`src/include/hub_switch_consts.svh`:
```
`ifndef HUB_SWITCH_CONSTS_SVH
`define HUB_SWITCH_CONSTS_SVH

// stream field widths
`define HUB_DATA_W 128
`define HUB_DEST_W 4
`define HUB_ID_W 2

// leaf i answers to tdest i+1, up to fifteen leaves with a 4-bit tdest
`define HUB_NUM_LEAF 4

// tdest that addresses the hub port
`define HUB_DEST_HUB 0

`endif

```
`src/hub_switch_pkg.sv`:
```
`include "hub_switch_consts.svh"

package hub_switch_pkg;

    typedef logic [`HUB_DATA_W-1:0] data_t;  // one beat payload
    typedef logic [`HUB_DEST_W-1:0] dest_t;
    typedef logic [`HUB_ID_W-1:0] id_t;

    // one bit per leaf port
    typedef logic [`HUB_NUM_LEAF-1:0] leaf_mask_t;

endpackage

```
`src/axis_skid_slice.sv`:
```
`timescale 1ns/1ps

module axis_skid_slice (
    input  logic                  clk,
    input  logic                  rst,
    input  hub_switch_pkg::data_t in_tdata,
    input  hub_switch_pkg::dest_t in_tdest,
    input  hub_switch_pkg::id_t   in_tid,
    input  logic                  in_tvalid,
    output logic                  in_tready,
    output hub_switch_pkg::data_t out_tdata,
    output hub_switch_pkg::dest_t out_tdest,
    output hub_switch_pkg::id_t   out_tid,
    output logic                  out_tvalid,
    input  logic                  out_tready
);

    hub_switch_pkg::data_t skid_tdata;
    hub_switch_pkg::dest_t skid_tdest;
    hub_switch_pkg::id_t   skid_tid;
    logic                  skid_valid;
    logic                  in_fire;
    logic                  main_free;

    // ready straight from the skid flop, never from out_tready
    assign in_tready = !skid_valid;
    assign in_fire   = in_tvalid && in_tready;
    assign main_free = !out_tvalid || out_tready;  // main empty or leaving

    always_ff @(posedge clk) begin
        if (rst) begin
            out_tvalid <= 1'b0;
            skid_valid <= 1'b0;
        end else if (main_free) begin
            // skid beat is older, it goes first
            out_tvalid <= skid_valid || in_fire;
            skid_valid <= 1'b0;
        end else if (in_fire) begin
            skid_valid <= 1'b1;  // main stalled, park the beat
        end
    end

    // payload registers
    always_ff @(posedge clk) begin
        if (main_free) begin
            if (skid_valid) begin
                out_tdata <= skid_tdata;
                out_tdest <= skid_tdest;
                out_tid   <= skid_tid;
            end else if (in_fire) begin
                out_tdata <= in_tdata;
                out_tdest <= in_tdest;
                out_tid   <= in_tid;
            end
        end else if (in_fire) begin
            skid_tdata <= in_tdata;
            skid_tdest <= in_tdest;
            skid_tid   <= in_tid;
        end
    end

endmodule

```
`src/axis_hub_demux.sv`:
```
`timescale 1ns/1ps
`include "hub_switch_consts.svh"

module axis_hub_demux (
    input  logic                  clk,
    input  logic                  rst,
    // beats from the hub
    input  hub_switch_pkg::data_t hub_tdata,
    input  hub_switch_pkg::dest_t hub_tdest,
    input  hub_switch_pkg::id_t   hub_tid,
    input  logic                  hub_tvalid,
    output logic                  hub_tready,
    // one stream per leaf slice
    output hub_switch_pkg::data_t leaf_tdata  [`HUB_NUM_LEAF],
    output hub_switch_pkg::dest_t leaf_tdest  [`HUB_NUM_LEAF],
    output hub_switch_pkg::id_t   leaf_tid    [`HUB_NUM_LEAF],
    output logic                  leaf_tvalid [`HUB_NUM_LEAF],
    input  logic                  leaf_tready [`HUB_NUM_LEAF]
);

    hub_switch_pkg::data_t      hold_tdata;
    hub_switch_pkg::dest_t      hold_tdest;
    hub_switch_pkg::id_t        hold_tid;
    logic                       hold_valid;
    hub_switch_pkg::leaf_mask_t dest_mask;
    hub_switch_pkg::leaf_mask_t sel_ready;
    logic                       hold_leave;

    // tdest i+1 selects leaf i, anything else gives an empty mask
    always_comb begin
        for (int i = 0; i < `HUB_NUM_LEAF; i++) begin
            dest_mask[i] = (hold_tdest == hub_switch_pkg::dest_t'(i + 1));
            sel_ready[i] = dest_mask[i] && leaf_tready[i];
        end
    end

    // only the selected leaf sees the beat
    always_comb begin
        for (int i = 0; i < `HUB_NUM_LEAF; i++) begin
            leaf_tvalid[i] = hold_valid && dest_mask[i];
            leaf_tdata[i]  = dest_mask[i] ? hold_tdata : '0;
            leaf_tdest[i]  = dest_mask[i] ? hold_tdest : '0;
            leaf_tid[i]    = dest_mask[i] ? hold_tid : '0;
        end
    end

    // discarded beats leave at once
    assign hold_leave = hold_valid && ((dest_mask == '0) || (sel_ready != '0));
    assign hub_tready = !hold_valid || hold_leave;

    always_ff @(posedge clk) begin
        if (rst) begin
            hold_valid <= 1'b0;
        end else if (hub_tready) begin
            hold_valid <= hub_tvalid;
        end
    end

    always_ff @(posedge clk) begin
        if (hub_tvalid && hub_tready) begin
            hold_tdata <= hub_tdata;
            hold_tdest <= hub_tdest;
            hold_tid   <= hub_tid;
        end
    end

endmodule

```
`src/axis_leaf_arbiter.sv`:
```
`timescale 1ns/1ps
`include "hub_switch_consts.svh"

module axis_leaf_arbiter (
    input  logic                  clk,
    input  logic                  rst,
    // beats from the leaf inputs
    input  hub_switch_pkg::data_t leaf_tdata  [`HUB_NUM_LEAF],
    input  hub_switch_pkg::dest_t leaf_tdest  [`HUB_NUM_LEAF],
    input  hub_switch_pkg::id_t   leaf_tid    [`HUB_NUM_LEAF],
    input  logic                  leaf_tvalid [`HUB_NUM_LEAF],
    output logic                  leaf_tready [`HUB_NUM_LEAF],
    // to the hub output slice
    output hub_switch_pkg::data_t hub_tdata,
    output hub_switch_pkg::dest_t hub_tdest,
    output hub_switch_pkg::id_t   hub_tid,
    output logic                  hub_tvalid,
    input  logic                  hub_tready
);

    hub_switch_pkg::leaf_mask_t hub_req;
    hub_switch_pkg::leaf_mask_t disc_req;
    hub_switch_pkg::leaf_mask_t low_req;
    hub_switch_pkg::leaf_mask_t sel_mask;
    hub_switch_pkg::leaf_mask_t grant_mask;  // one-hot, nonzero while held

    // split valid leaves into hub-bound and discard
    always_comb begin
        for (int i = 0; i < `HUB_NUM_LEAF; i++) begin
            hub_req[i]  = leaf_tvalid[i] &&
                          (leaf_tdest[i] == hub_switch_pkg::dest_t'(`HUB_DEST_HUB));
            disc_req[i] = leaf_tvalid[i] && !hub_req[i];
        end
    end

    // isolate the lowest set bit, lowest index wins
    assign low_req  = hub_req & (~hub_req + 1'b1);
    assign sel_mask = (grant_mask != '0) ? grant_mask : low_req;

    // and-or mux over the selected leaf
    always_comb begin
        hub_tvalid = 1'b0;
        hub_tdata  = '0;
        hub_tdest  = '0;
        hub_tid    = '0;
        for (int i = 0; i < `HUB_NUM_LEAF; i++) begin
            if (sel_mask[i] && hub_req[i]) begin
                hub_tvalid = 1'b1;
                hub_tdata  = hub_tdata | leaf_tdata[i];
                hub_tdest  = hub_tdest | leaf_tdest[i];
                hub_tid    = hub_tid | leaf_tid[i];
            end
        end
    end

    always_comb begin
        for (int i = 0; i < `HUB_NUM_LEAF; i++) begin
            if (disc_req[i]) begin
                leaf_tready[i] = 1'b1;  // dropped here
            end else begin
                leaf_tready[i] = sel_mask[i] && hub_tready;
            end
        end
    end

    // hold the winner while its beat is stalled
    always_ff @(posedge clk) begin
        if (rst) begin
            grant_mask <= '0;
        end else if (hub_tvalid && !hub_tready) begin
            grant_mask <= sel_mask;
        end else begin
            grant_mask <= '0;
        end
    end

endmodule

```
`src/axis_hub_switch.sv`:
```
`timescale 1ns/1ps
`include "hub_switch_consts.svh"

module axis_hub_switch (
    input  logic                  clk,
    input  logic                  rst,

    // hub input, fans out to the leaves
    input  hub_switch_pkg::data_t hub_in_tdata,
    input  hub_switch_pkg::dest_t hub_in_tdest,
    input  hub_switch_pkg::id_t   hub_in_tid,
    input  logic                  hub_in_tvalid,
    output logic                  hub_in_tready,

    // hub output, fed by the leaf arbiter
    output hub_switch_pkg::data_t hub_out_tdata,
    output hub_switch_pkg::dest_t hub_out_tdest,
    output hub_switch_pkg::id_t   hub_out_tid,
    output logic                  hub_out_tvalid,
    input  logic                  hub_out_tready,

    // leaf inputs
    input  hub_switch_pkg::data_t leaf_in_tdata   [`HUB_NUM_LEAF],
    input  hub_switch_pkg::dest_t leaf_in_tdest   [`HUB_NUM_LEAF],
    input  hub_switch_pkg::id_t   leaf_in_tid     [`HUB_NUM_LEAF],
    input  logic                  leaf_in_tvalid  [`HUB_NUM_LEAF],
    output logic                  leaf_in_tready  [`HUB_NUM_LEAF],

    // leaf outputs
    output hub_switch_pkg::data_t leaf_out_tdata  [`HUB_NUM_LEAF],
    output hub_switch_pkg::dest_t leaf_out_tdest  [`HUB_NUM_LEAF],
    output hub_switch_pkg::id_t   leaf_out_tid    [`HUB_NUM_LEAF],
    output logic                  leaf_out_tvalid [`HUB_NUM_LEAF],
    input  logic                  leaf_out_tready [`HUB_NUM_LEAF]
);

    // demux to leaf slices
    hub_switch_pkg::data_t dmx_tdata  [`HUB_NUM_LEAF];
    hub_switch_pkg::dest_t dmx_tdest  [`HUB_NUM_LEAF];
    hub_switch_pkg::id_t   dmx_tid    [`HUB_NUM_LEAF];
    logic                  dmx_tvalid [`HUB_NUM_LEAF];
    logic                  dmx_tready [`HUB_NUM_LEAF];

    // arbiter to hub slice
    hub_switch_pkg::data_t arb_tdata;
    hub_switch_pkg::dest_t arb_tdest;
    hub_switch_pkg::id_t   arb_tid;
    logic                  arb_tvalid;
    logic                  arb_tready;

    axis_hub_demux i_demux (
        .clk         (clk),
        .rst         (rst),
        .hub_tdata   (hub_in_tdata),
        .hub_tdest   (hub_in_tdest),
        .hub_tid     (hub_in_tid),
        .hub_tvalid  (hub_in_tvalid),
        .hub_tready  (hub_in_tready),
        .leaf_tdata  (dmx_tdata),
        .leaf_tdest  (dmx_tdest),
        .leaf_tid    (dmx_tid),
        .leaf_tvalid (dmx_tvalid),
        .leaf_tready (dmx_tready)
    );

    // one output register per leaf
    for (genvar i = 0; i < `HUB_NUM_LEAF; i++) begin : g_leaf_out
        axis_skid_slice i_slice (
            .clk        (clk),
            .rst        (rst),
            .in_tdata   (dmx_tdata[i]),
            .in_tdest   (dmx_tdest[i]),
            .in_tid     (dmx_tid[i]),
            .in_tvalid  (dmx_tvalid[i]),
            .in_tready  (dmx_tready[i]),
            .out_tdata  (leaf_out_tdata[i]),
            .out_tdest  (leaf_out_tdest[i]),
            .out_tid    (leaf_out_tid[i]),
            .out_tvalid (leaf_out_tvalid[i]),
            .out_tready (leaf_out_tready[i])
        );
    end

    axis_leaf_arbiter i_arbiter (
        .clk         (clk),
        .rst         (rst),
        .leaf_tdata  (leaf_in_tdata),
        .leaf_tdest  (leaf_in_tdest),
        .leaf_tid    (leaf_in_tid),
        .leaf_tvalid (leaf_in_tvalid),
        .leaf_tready (leaf_in_tready),
        .hub_tdata   (arb_tdata),
        .hub_tdest   (arb_tdest),
        .hub_tid     (arb_tid),
        .hub_tvalid  (arb_tvalid),
        .hub_tready  (arb_tready)
    );

    axis_skid_slice i_hub_slice (
        .clk        (clk),
        .rst        (rst),
        .in_tdata   (arb_tdata),
        .in_tdest   (arb_tdest),
        .in_tid     (arb_tid),
        .in_tvalid  (arb_tvalid),
        .in_tready  (arb_tready),
        .out_tdata  (hub_out_tdata),
        .out_tdest  (hub_out_tdest),
        .out_tid    (hub_out_tid),
        .out_tvalid (hub_out_tvalid),
        .out_tready (hub_out_tready)
    );

endmodule

```
`config.mk`:
```
export PLATFORM = sky130hd
export DESIGN_NAME = axis_hub_switch
export DESIGN_NICKNAME = d
export VERILOG_FILES = /design/src/hub_switch_pkg.sv /design/src/axis_skid_slice.sv /design/src/axis_hub_demux.sv /design/src/axis_leaf_arbiter.sv /design/src/axis_hub_switch.sv
export VERILOG_INCLUDE_DIRS = /design/src /design/src/include
export SDC_FILE = /design/constraint.sdc
export NUM_CORES = 2
export LEC_CHECK = 0
export BUFFER_PORTS_ARGS = -buffer_cell sky130_fd_sc_hd__buf_2
export CAP_MARGIN = 20
export CELL_PAD_IN_SITES_DETAIL_PLACEMENT = 1
export CELL_PAD_IN_SITES_GLOBAL_PLACEMENT = 2
export CORE_AREA = 2 2 535 537
export CTS_CLUSTER_DIAMETER = 60
export CTS_CLUSTER_SIZE = 20
export DETAILED_ROUTE_END_ITERATION = 10
export DIE_AREA = 0 0 537 539
export PLACE_DENSITY_LB_ADDON = 0.1
export SKIP_CTS_REPAIR_TIMING = 1
export SYNTH_ARGS = -nofsm -noshare
export SYNTH_HDL_FRONTEND = slang
export SYNTH_SLANG_ARGS = --single-unit
export TNS_END_PERCENT = 100
```
`constraint.sdc`:
```
create_clock -name clk -period 19.6 [get_ports clk]
set_input_delay 2.94 -clock clk [delete_from_list [all_inputs] [get_ports clk]]
set_output_delay 2.94 -clock clk [all_outputs]
set_load 0.1 [all_outputs]
```
Word level (Yosys, flattened, before mapping):

Index checks and enable logic that the tools add are counted.

* $add $sub $neg: 1
* bitwise operators: 17
* eq/ne operators: 4
* multiplexer cells: 63
* reduce and logical (&&, ||, !) cells: 87

Operator list (count)
* 128-bit 2-to-1 mux: 18
* 128-bit bitwise OR: 3
* 4-bit 2-to-1 mux: 19
* 2-bit 2-to-1 mux: 18
* 1-bit logical AND: 32
* 4-bit logical NOT: 5
* 2-bit AND reduction: 10
* 1-bit logical NOT: 15
* 1-bit logical OR: 12
* 4-bit bitwise OR: 3
* 2-bit OR reduction: 6
* 2-bit nonzero test: 5
* 4-bit by 2-bit == test with 1-bit output, second input constant: 2
* 1-bit 2-to-1 mux: 8
* 4-bit nonzero test: 2
* 1-bit NOT: 6
* 2-bit bitwise OR: 3
* 4-bit by 1-bit adder with 4-bit output, second input constant: 1
* 4-bit bitwise AND: 1
* 4-bit by 1-bit == test with 1-bit output, second input constant: 1
* 4-bit by 3-bit == test with 1-bit output, second input constant: 1
* 4-bit NOT: 1

* word-level logic and storage cells: 217
* bits of input ports: 682
* flip-flop bits (word level): 1489

Logic depth before layout (Yosys ltp):

* depth in word-level cells: 16
* gate-level depth with buffers: 8
* depth with buffers taken out: 5

By module:

Synthesis repeated with hierarchy kept, for this count alone.

* cells, all modules: 3252
* area total of the unflattened synthesis: 60324.1 µm²

By module, submodules not included
* axis_skid_slice: times used 5, cells each 426, area an instance 9828.2 µm², seq. area each 8087.8 µm²
* axis_hub_demux: times used 1, cells each 747, area an instance 7913.8 µm², seq. area each 4043.9 µm²
* axis_leaf_arbiter: times used 1, cells each 375, area an instance 3269.4 µm², seq. area each 80.1 µm²

Least setup slack after synthesis:

Ideal clock, no wire load.

* path kind: input port to flip-flop
* from: input port leaf_in_tdest[1] (netlist name)
* to: register i_hub_slice.out_tdata[0] (enable)
* path buffers: 1
* library setup time: 0.831 ns
* stages: 5
* arrival: 13.614 ns
* data required time: 18.769 ns
* setup slack: 5.156 ns
* cells stage by stage: nor4_1 > and2_1 > buf_1 > a2111oi_4 > a21boi_0

* word-level cells in the longest chain between the ends: 11

RTL lines
* start, declared: RTL line axis_hub_switch.sv:24 `` input hub_switch_pkg::dest_t leaf_in_tdest [`HUB_NUM_LEAF], ``
* 4-bit logical NOT *: RTL line axis_leaf_arbiter.sv:31 `` (leaf_tdest[i] == hub_switch_pkg::dest_t'(`HUB_DEST_HUB)); ``
* 1-bit logical AND *: RTL line axis_leaf_arbiter.sv:30 `hub_req[i] = leaf_tvalid[i] &&`
* 4-bit NOT: RTL line axis_leaf_arbiter.sv:37 `assign low_req = hub_req & (~hub_req + 1'b1);`
* 4-bit by 1-bit adder with 4-bit output: RTL line axis_leaf_arbiter.sv:37
* 4-bit bitwise AND: RTL line axis_leaf_arbiter.sv:37
* 4-bit 2-to-1 mux: RTL line axis_leaf_arbiter.sv:38 `assign sel_mask = (grant_mask != '0) ? grant_mask : low_req;`
* 1-bit logical AND *: RTL line axis_leaf_arbiter.sv:47 `if (sel_mask[i] && hub_req[i]) begin`
* 1-bit 2-to-1 mux *: RTL line axis_leaf_arbiter.sv:47
* 1-bit logical AND *: RTL line axis_skid_slice.sv:27 `assign in_fire = in_tvalid && in_tready;`
* 2-bit nonzero test (no line) *
* 2-bit AND reduction (no line) *
* end signal, assigned: RTL line axis_skid_slice.sv:47 `out_tdata <= skid_tdata;`
* end signal, assigned: RTL line axis_skid_slice.sv:51 `out_tdata <= in_tdata;`
* end, declared: RTL line axis_skid_slice.sv:11 `output hub_switch_pkg::data_t out_tdata,`

Every way passes the cells marked *; elsewhere a longest branch is shown, timed or not.
A chain may end at the register's enable or synchronous reset.

==> Implementation_results.wiki <==
{| class="wikitable"
! Metric !! Value
|-
| Result of the run || finished, violations left
|-
| Violations in the final reports || DRC
|-
| Maximum single-stage delay on the critical path || 0.62 ns
|-
| All-layer global routing usage || 20.8%
|-
| Total power draw || 7360 uW
|-
| Max rail drop VDD || 0.0000603 V
|-
| Dominant cells by area after synthesis || sky130_fd_sc_hd__edfxtp_1 74%, sky130_fd_sc_hd__mux2_2 9.8%, sky130_fd_sc_hd__and2_1 5.7%
|-
| Path type of the worst min-delay path || reg -> reg
|-
| Number of fill cells in the layout || 30,426
|-
| Core Region || 0.284 mm^2
|-
| Count of input and output buffers || 1,361
|-
| Sequential share of the synthesized area || 74.9%
|-
| Fraction of synthesized cell area taken by the top area cell type || 74.4%
|-
| Detailed Route Iter0 Violations || 3,264
|-
| Fin Clk Skew || 0.0559 ns
|-
| Vertical die dimension || 539 um
|-
| Final Hold Slack || 0.499 ns
|-
| Kind of start point of the critical path || primary input
|-
| Cell family with most CP delay || simple AND/OR/NAND/NOR gates
|-
| Rel. slew slack || 27.5%
|-
| Length of the first detailed-routing pass in iterations || 11
|-
| Buffers and inverters on the worst path || 2
|-
| Worst EP required || 16.66 ns
|-
| Number of global-route vias before repair || 40,267
|-
| Vias || 39,258
|-
| DRC || 1
|-
| Max-cap violations || 0
|-
| TritonCTS Sinks || 1,489
|-
| Routability congestion estimate from global placement || 0.991
|-
| Area growth from synthesis to layout || 29.0%
|-
| Global-route wire length before repair || 405 mm
|-
| Critical path, cell by cell || buf_2, nor4_1, and2_1, a31oi_1, o22ai_1, buf_2
|-
| Library cell with the largest summed area after synthesis || sky130_fd_sc_hd__edfxtp_1
|-
| Number of flip-flops and latches in the synthesized netlist || 1,489
|-
| Power per Cell Area || 95.9 mW/mm^2
|-
| Post-detailed-placement half-perimeter wirelength || 227 mm
|-
| Setup Crit Path Kind || in -> out
|-
| Share of layout cells above drive strength 1 || 44.9%
|-
| Final critical-path share of the clock period || 39.4%
|-
| Clock transition at the register clock pins on the worst setup and hold paths after CTS || 0.07 ns
|-
| Post-DR wirelength/cell || 34.8 um
|-
| Area of the die || 0.289 mm^2
|-
| TritonCTS clock tree || yes
|-
| Slowest stage cell, crit path || sky130_fd_sc_hd__nor4_1
|-
| Number of antenna violations at the first check in global routing || 268
|-
| Later-pin clock latency in the skew report || 0.86 ns
|-
| Leakage power figure || 0.0279 uW
|-
| Critical path data arrival time || 4.78 ns
|-
| Setup-failing EPs final || 0
|-
| WL final || 310 mm
|-
| Maximum fanout along the worst path || 4
|-
| Average via count per standard cell || 4.41
|-
| Crit path setup slack, layout || 11.88 ns
|-
| Actual transition at the worst max-transition pin || 1.09 ns
|-
| Maximum achievable frequency || 130 MHz
|-
| Effective utilization at floorplan || 21.0%
|-
| Count of nets left with antenna violations after detail routing || 0
|-
| Post-Route Setup TNS || 0 ns
|-
| Cell type with the highest occurrence count on the critical path || sky130_fd_sc_hd__buf_2
|-
| Remaining global-route overflow || 0
|-
| Synthesized instance count || 3,527
|-
| Maximum number of pins on one net before global-route repair || 88
|-
| Setup repair after global routing missed its margin || false
|-
| Crit path capture type || output port
|-
| Std-Cell Rows || 196
|-
| Worst-case setup slack after placement || 11.91 ns
|-
| Number of warnings issued by yosys || 0
|-
| Width of the die || 537 um
|-
| Clk root buf || sky130_fd_sc_hd__clkbuf_16
|-
| Mean area per synthesized cell || 16.9 um^2
|-
| Synthesized cell area || 0.0595 mm^2
|-
| CTS H-tree depth || 4
|-
| TritonCTS buffer count || 172
|-
| # IOs || 1,362
|-
| Final-report max-slew violation count || 0
|-
| Max Buffers Root-to-Sink || 4
|-
| Final net count || 5,604
|-
| Distinct cells, synth || 43
|-
| Shortest period the worst path allows || 7.72 ns
|-
| Count of final hold-check violations || 0
|}
==> cell type report <==
| class | count | area (um^2) | area share (%) |
|---|---|---|---|
| diodes | 83 | 208 | 0.271 |
| repair buffers | 1429 | 7370 | 9.60 |
| multi-input cells | 1689 | 13600 | 17.7 |
| flip-flops and latches | 1489 | 44600 | 58.1 |
| clock inverters | 125 | 1260 | 1.64 |
| clock buffers | 188 | 4470 | 5.82 |
| well taps | 3762 | 4710 | 6.13 |
| inverters | 141 | 552 | 0.719 |
==> report_power, final <==
group | internal [uW] | switching, uW
clock network | 1860 | 1510
logic | 105 | 328
registers | 3520 | 37.6
==> Yosys cell counts, drive strengths merged <==
library cell and count:
a2111oi 1, a211oi 1, a21boi 3, a21oi 14, a222oi 130, a31o 2, a31oi 4, a41oi 2
and2 538, and3 1, buf 41, clkbuf 181, clkinv 1, conb 1, dfxtp 15, edfxtp 1474
inv 140, mux2 520, nand2 150, nand2b 2, nand3 8, nand3b 2, nand4b 1, nor2 1
nor2b 1, nor3 11, nor4 9, nor4b 1, o211a 1, o21a 1, o21ai 133, o21ba 1
o221ai 130, o22ai 5, or3 1
==> layer usage <==
layer  up-vias  wire (um)  global-route usage (%)
li1      16588          -                       -
met5         -       1040                       0
met2      1668     146000                    34.3
met1     20183     122000                    24.7
met4       156      12900                    7.45
met3       663      28000                    7.81
==> metrics by stage <==
step	cells	area, um^2	utilization (%)
after floorplan	3541	59600	-
after global placement	8509	70800	24.9
after detailed placement	8510	70800	24.9
after CTS	8823	76600	27.0
after global routing	8869	76700	27.0
final	8906	76800	27.0
==> final timing paths <==
| path | from | to | slack, ns | depth (start not counted) |
|---|---|---|---|---|
| max | leaf_in_tdest[5] | leaf_in_tready[1] | 11.88 | 6 |
| max reg2reg | i_demux.hold_tdest[0] | g_leaf_out[3].i_slice.out_tdata[91] | 14.40 | 7 |
| min | g_leaf_out[0].i_slice.skid_tdata[44] | g_leaf_out[0].i_slice.out_tdata[44] | 0.50 | 1 |
| min reg2reg | g_leaf_out[0].i_slice.skid_tdata[44] | g_leaf_out[0].i_slice.out_tdata[44] | 0.50 | 1 |
==> sequential cells by signal (all words and copies together) (netlist names) <==
signal / count
g_leaf_out.i_slice.out_tdata: 512
g_leaf_out.i_slice.out_tdest: 16
g_leaf_out.i_slice.out_tid: 8
g_leaf_out.i_slice.out_tvalid: 4
g_leaf_out.i_slice.skid_tdata: 512
g_leaf_out.i_slice.skid_tdest: 16
g_leaf_out.i_slice.skid_tid: 8
g_leaf_out.i_slice.skid_valid: 4
i_arbiter.grant_mask: 4
i_demux.hold_tdata: 128
i_demux.hold_tdest: 4
i_demux.hold_tid: 2
i_demux.hold_valid: 1
i_hub_slice.out_tdata: 128
i_hub_slice.out_tdest: 4
i_hub_slice.out_tid: 2
i_hub_slice.out_tvalid: 1
i_hub_slice.skid_tdata: 128
i_hub_slice.skid_tdest: 4
i_hub_slice.skid_tid: 2
i_hub_slice.skid_valid: 1
==> layout by cell type, fill, tap and decap left out, types with 7 or more instances in the layout <==
master                       netlist  final
sky130_fd_sc_hd__bufinv_16         0     13
sky130_fd_sc_hd__clkinv_1          1      9
sky130_fd_sc_hd__o21ai_0         101    101
sky130_fd_sc_hd__nand2_1         149    149
sky130_fd_sc_hd__o21ai_1          32     32
sky130_fd_sc_hd__and2_1          538    538
sky130_fd_sc_hd__o221ai_1        130    130
sky130_fd_sc_hd__clkinv_4          0     16
sky130_fd_sc_hd__clkbuf_1        181     11
sky130_fd_sc_hd__edfxtp_1       1474   1474
sky130_fd_sc_hd__clkinv_2          0     29
sky130_fd_sc_hd__a222oi_1        130    130
sky130_fd_sc_hd__conb_1            1     15
sky130_fd_sc_hd__mux2_2          520    520
sky130_fd_sc_hd__inv_8             0     11
sky130_fd_sc_hd__inv_1           140    137
sky130_fd_sc_hd__buf_2            15   1361
sky130_fd_sc_hd__clkbuf_16         0    177
sky130_fd_sc_hd__diode_2           0     83
sky130_fd_sc_hd__clkinvlp_4        0     21
sky130_fd_sc_hd__dfxtp_1          15     11
sky130_fd_sc_hd__a21oi_1          14     11
sky130_fd_sc_hd__inv_6             0     24
sky130_fd_sc_hd__nand3_1           8      7
sky130_fd_sc_hd__buf_4             5     64
==> cell families (layout without fill, tap and decap cells) <==
kind of cell	Yosys count	after routing	synth area share (%)
flip-flops	1489	1489	74.9
AND/OR/NAND/NOR	726	726	7.05
multiplexers	520	520	9.84
AO/OA/AOI/OAI	428	428	5.68
buffers and inverters	363	1883	2.54
other	1	98	0.00630
==> worst register-to-register path, stage by stage (launching register included) <==
cell                       delay, ns
sky130_fd_sc_hd__edfxtp_1       0.48
sky130_fd_sc_hd__nor4b_4        0.33
sky130_fd_sc_hd__buf_4          0.60
sky130_fd_sc_hd__nand2_1        0.30
sky130_fd_sc_hd__a21boi_4       0.73
sky130_fd_sc_hd__buf_4          0.61
sky130_fd_sc_hd__buf_4          0.75
sky130_fd_sc_hd__buf_4          0.93
No activity file was read; power rests on OpenSTA's default activity.
